<file path="config.mk">
export PLATFORM = sky130hd
export DESIGN_NAME = flt_param_regs
export DESIGN_NICKNAME = d
export VERILOG_FILES = /design/src/common/flt_fixp_pkg.sv /design/src/common/flt_cfg_pkg.sv /design/src/logic/flt_param_regs.sv
export SDC_FILE = /design/constraint.sdc
export NUM_CORES = 1
export LEC_CHECK = 0
export ABC_AREA = 1
export BUFFER_PORTS_ARGS = -buffer_cell sky130_fd_sc_hd__buf_2
export CORE_MARGIN = 8
export CORE_UTILIZATION = 30
export DETAILED_ROUTE_END_ITERATION = 12
export PLACE_DENSITY_LB_ADDON = 0.25
export REMOVE_ABC_BUFFERS = 1
export SKIP_LAST_GASP = 1
export SLEW_MARGIN = 0
export SYNTH_ARGS = -nofsm -noshare
export SYNTH_HDL_FRONTEND = slang
export SYNTH_SLANG_ARGS = --single-unit
</file>
<file path="constraint.sdc">
create_clock -name Clk_CI -period 0.8 [get_ports Clk_CI]
set_input_delay 0.16 -clock Clk_CI [delete_from_list [all_inputs] [get_ports Clk_CI]]
set_output_delay 0.16 -clock Clk_CI [all_outputs]
set_load 0.005 [all_outputs]
</file>
<file path="src/common/flt_fixp_pkg.sv">
// ------------------------------------------------------------------
// fixed-point formats of the biquad datapath
// samples are Q1.23, coefficients and internal state Q2.30,
// products summed in a 64-bit Q4.60 accumulator
// ------------------------------------------------------------------
package flt_fixp_pkg;

  // ------------------------------------------------------------------
  // widths and fraction bits
  // ------------------------------------------------------------------
  localparam int SAMPLE_WIDTH = 24;                // external sample, Q1.23
  localparam int SAMPLE_FRAC  = 23;
  localparam int COEF_WIDTH   = 32;                // coefficient, Q2.30
  localparam int COEF_FRAC    = 30;
  localparam int STATE_WIDTH  = 32;                // internal sample, Q2.30
  localparam int ACC_WIDTH    = 64;                // product sum, Q4.60

  // state to sample alignment
  localparam int OUT_SHIFT = COEF_FRAC - SAMPLE_FRAC;

  // ------------------------------------------------------------------
  // types
  // ------------------------------------------------------------------
  typedef logic signed [SAMPLE_WIDTH-1:0] sample_t;
  typedef logic signed [COEF_WIDTH-1:0]   coef_t;
  typedef logic signed [STATE_WIDTH-1:0]  state_t;
  typedef logic signed [ACC_WIDTH-1:0]    acc_t;

  // ------------------------------------------------------------------
  // saturation bounds
  // ------------------------------------------------------------------
  localparam state_t STATE_MAX =
    state_t'({1'b0, {(STATE_WIDTH-1){1'b1}}});     // just below 2.0
  localparam state_t STATE_MIN =
    state_t'({1'b1, {(STATE_WIDTH-1){1'b0}}});     // -2.0
  localparam sample_t SAMPLE_MAX =
    sample_t'({1'b0, {(SAMPLE_WIDTH-1){1'b1}}});   // just below 1.0
  localparam sample_t SAMPLE_MIN =
    sample_t'({1'b1, {(SAMPLE_WIDTH-1){1'b0}}});   // -1.0

endpackage

</file>
<file path="src/common/flt_cfg_pkg.sv">
// ------------------------------------------------------------------
// register map of the filter parameter memory
// addresses, word types and reset defaults seen by the write port
// reset set is a mild low-pass, all coefficients in Q2.30
// ------------------------------------------------------------------
package flt_cfg_pkg;

  // ------------------------------------------------------------------
  // widths and types
  // ------------------------------------------------------------------
  localparam int ADDR_WIDTH = 3;                   // 8 slots, 6 used
  localparam int WORD_WIDTH = 32;                  // one parameter word

  typedef logic [ADDR_WIDTH-1:0] addr_t;
  typedef logic [WORD_WIDTH-1:0] word_t;

  // ------------------------------------------------------------------
  // register addresses
  // ------------------------------------------------------------------
  localparam addr_t ADDR_SD     = 3'd0;            // input scale-down
  localparam addr_t ADDR_B0     = 3'd1;            // b0, also used as b2
  localparam addr_t ADDR_B1     = 3'd2;            // b1
  localparam addr_t ADDR_A1     = 3'd3;            // feedback a1
  localparam addr_t ADDR_A2     = 3'd4;            // feedback a2
  localparam addr_t ADDR_COMMIT = 3'd5;            // staging -> active, data ignored

  localparam int NUM_REGS = 5;                     // staged words, 6 and 7 unused

  // ------------------------------------------------------------------
  // reset defaults, Q2.30
  // ------------------------------------------------------------------
  localparam word_t RST_SD = 32'h2000_0000;        // 0.5
  localparam word_t RST_B0 = 32'h0400_0000;        // 0.0625
  localparam word_t RST_B1 = 32'h0800_0000;        // 0.125
  localparam word_t RST_A1 = 32'hC000_0000;        // -1.0
  localparam word_t RST_A2 = 32'h1000_0000;        // 0.25, double pole at 0.5

  // bank image in address order
  localparam word_t RST_BANK [NUM_REGS] = '{RST_SD, RST_B0, RST_B1, RST_A1, RST_A2};

endpackage
</file>
<file path="src/logic/flt_param_regs.sv">
`timescale 1ns/1ps
// ------------------------------------------------------------------
// parameter memory of the filter with a staging and an active bank
// writes land in staging, a write to the commit address moves the
// whole set to the active bank that feeds the biquad
// ------------------------------------------------------------------
module flt_param_regs
  import flt_cfg_pkg::*, flt_fixp_pkg::*;
(
  input  logic  Clk_CI,
  input  logic  Rst_RBI,
  input  logic  wr_en,                             // single-cycle write strobe
  input  addr_t addr,
  input  word_t wr_data,
  output coef_t sd,
  output coef_t b0,
  output coef_t b1,
  output coef_t a1,
  output coef_t a2
);

  word_t stage_q  [NUM_REGS];                      // software-visible set
  word_t active_q [NUM_REGS];                      // set in use by datapath
  logic  stage_we;
  logic  commit;

  // address decode, 6 and 7 fall through
  assign stage_we = wr_en && (addr < addr_t'(NUM_REGS));
  assign commit   = wr_en && (addr == ADDR_COMMIT);

  // ------------------------------------------------------------------
  // staging and active banks
  // ------------------------------------------------------------------
  always_ff @(posedge Clk_CI or negedge Rst_RBI) begin
    if (!Rst_RBI) begin
      stage_q  <= RST_BANK;                        // both banks start from defaults
      active_q <= RST_BANK;
    end else begin
      if (stage_we) begin
        stage_q[addr] <= wr_data;                  // one word at a time
      end
      if (commit) begin
        active_q <= stage_q;                       // whole set in one edge
      end
    end
  end

  // active coefficients to the biquad
  assign sd = coef_t'(active_q[ADDR_SD]);
  assign b0 = coef_t'(active_q[ADDR_B0]);
  assign b1 = coef_t'(active_q[ADDR_B1]);
  assign a1 = coef_t'(active_q[ADDR_A1]);
  assign a2 = coef_t'(active_q[ADDR_A2]);

endmodule

</file>
==> impl_metrics.yaml <==
place:
  place_ws_ps: -539
  place_hpwl_um: 24200
  gp_congestion: 0.721
  place_area_um2: 14500
  portBuffers: 197
yosys:
  synth.cell_area_um2: 12300
  synth_cell_type_count: 13
  yosysWarnings: 0
  synth_cells: 1377
  ys_seq_area_share_pct: 65.3
  ys_ff_latch: 320
  synth_area_per_cell_um2: 8.92
global_route:
  grt_max_degree: 53
  grt_pass1_vias: 10400
  grt_use_total_pct: 16.1
  grt-ovfl-total: 0
  grt_pass1_wl_um: 60300
  antenna_found_initial: 0
die:
  dieArea_um2: 47700
  io_pins: 198
  die_w_um: 218
  core_um2: 40600
  die_h_um: 218
  rows: 74
  start_util_pct: 30.2
setup_path:
  worst-r2r-setup-slack_ps: -90
  crit_type: "reg -> out"
  worstSetupStartpoint: "a1[31]"
  crit_buf_inv: 1
  critPathSlowestCell: "dfstp_2"
  required_ps: 640
  worstSetupStartpointType: "flip-flop"
  path_max_fanout: 2
  max_stage_delay_ps: 560
  crit_chain: "buf_6"
  crit_family: "flip-flops"
  r2r-start: "sd[31]"
  crit_path_end_kind: "output port"
  worst_ep_arrival_time_ps: 1180
timing:
  maxSlewViolCount: 0
  hold_viol: 0
  period_share_pct: 168
  skew_ps: 12.4
  final.setup.tns_ps: -64850
  setup_viol: 167
  grt_setup_unrepaired: "yes"
  fin_ws_ps: -543
  tightest_slew_ps: 388
  fmax_mhz: 745
  min_period_ps: 1340
  maxSlewHeadroom_pct: 74.2
power:
  cellLeakagePower_nw: 9.24
  total_power_mw: 46.3
  ir_drop_v: 0.00129
  powerDensity_nw_per_um2: 2790
finish:
  areaGrowthSynthToFinish_pct: 34.9
  drive_gt1_share_pct: 24.1
  fill_cells: 4067
  fin_util_pct: 40.8
  fin_area_um2: 16600
  fin_nets: 1735
  diodes: 0
  regArea_um2: 8020
  multiInputGateArea_um2: 3910
flow_run:
  drv_cap: 0
clock_tree:
  cts_inserted_buffers: 36
  h-tree-depth: 2
  cts_root_buf: "clkbuf_16"
  clk_pin_slew_worst_paths_ps: 60
  cts_max_path_buffers: 3
  worst_skew_pair.late_latency_ps: 530
  cts.sink_count: 320
  cts_tree: "built"
route:
  via_per_inst: 4.46
  final_antenna_net_count: 0
  drc_errors: 0
  drt_iter0_drc: 739
  via_count: 10100
  totalWireLength_um: 38100
  drtPass1Iterations: 5
  wl_per_cell_um: 16.9
worst_hold_path:
  hp-class: "in -> async"
outcome:
  violations: "setup timing"
  outcome: "complete, but fails checks"
[stage by stage]
stage | instances | hold slack [ps]
after floorplan | 1299 | -136
after global placement | 2094 | 90.3
after detailed placement | 2094 | 94.2
after CTS | 2228 | 108
after global routing | 2253 | 130
final | 2253 | 132
[worst paths after layout]
kind,end,cells past startpoint
setup / recovery,a1[31],1
max in group asynchronous,b1[27],3
hold reg to reg,stage_q[28],2
hold / removal,stage_q[131],2
setup reg to reg,sd[31],4
min in group Clk_CI,stage_q[91],5
[repair_timing]
item                                   4_1_cts  5_1_grt
endpoints found under the hold margin      470        0
setup endpoints to repair                  160      278
hold buffers                                33        0
buffers inserted                            39       31
gates resized for setup                     13       16
pin swaps                                    0        8
[flip-flops by register name (all words and copies together) (netlist names)]
register and flops:
stage_q 160, b1 32, a2 32, b0 32, a1 32, sd 32
[layout make-up]
class / instances / share of cell area [%]
multi-input combinational: 975 / 23.6
tap: 532 / 4.02
timing repair buffer: 360 / 17.0
sequential: 320 / 48.4
clock buffer: 52 / 6.23
clock inverter: 10 / 0.657
inverter: 4 / 0.0906
[per-layer routing]
metal	vias to the layer above	global-route usage (%)	part of all wire, %
met3	34	3.77	5.0
met2	219	25.5	46
li1	4878	-	-
met1	4924	22.1	47
met5	-	0	0
met4	0	3.63	1.6
[kinds of logic after synthesis]
logic type	Yosys count	share of synthesized area (%)
buf+inv	82	3.50
flops	320	65.3
simple gates	975	31.2
[cell usage after synthesis]
cell | count | area, µm²
inv_2 | 2 | 7.51
dfstp_2 | 12 | 315
dfrtp_1 | 308 | 7710
buf_6 | 10 | 113
nand3_1 | 128 | 641
clkbuf_1 | 45 | 169
nand2_1 | 841 | 3160
buf_4 | 8 | 60.1
nor2_2 | 3 | 18.8
inv_1 | 2 | 7.51
buf_1 | 1 | 3.75
nor2_1 | 3 | 11.3
buf_2 | 14 | 70.1
[cell usage in the layout (no fill, tap or decap), drive strengths merged]
cell type / synthesis / final
clkbuf: 45 / 52
dlygate4sd3: 0 / 33
dfstp: 12 / 12
nand3: 128 / 128
buf: 33 / 327
nor2: 6 / 6
inv: 4 / 5
clkinvlp: 0 / 2
dfrtp: 308 / 308
nand2: 841 / 841
bufinv: 0 / 2
clkinv: 0 / 5
[power by group]
group          switching [mW]  total (mW)  internal [mW]  leakage (nW)
Sequential               2.03        21.7           19.7          4.07
Combinational            4.09        8.34           4.26          4.61
Clock                    6.63        16.2           9.61         0.556
Total                    12.7        46.3           33.6          9.24
(Power assumes the default switching activity.)
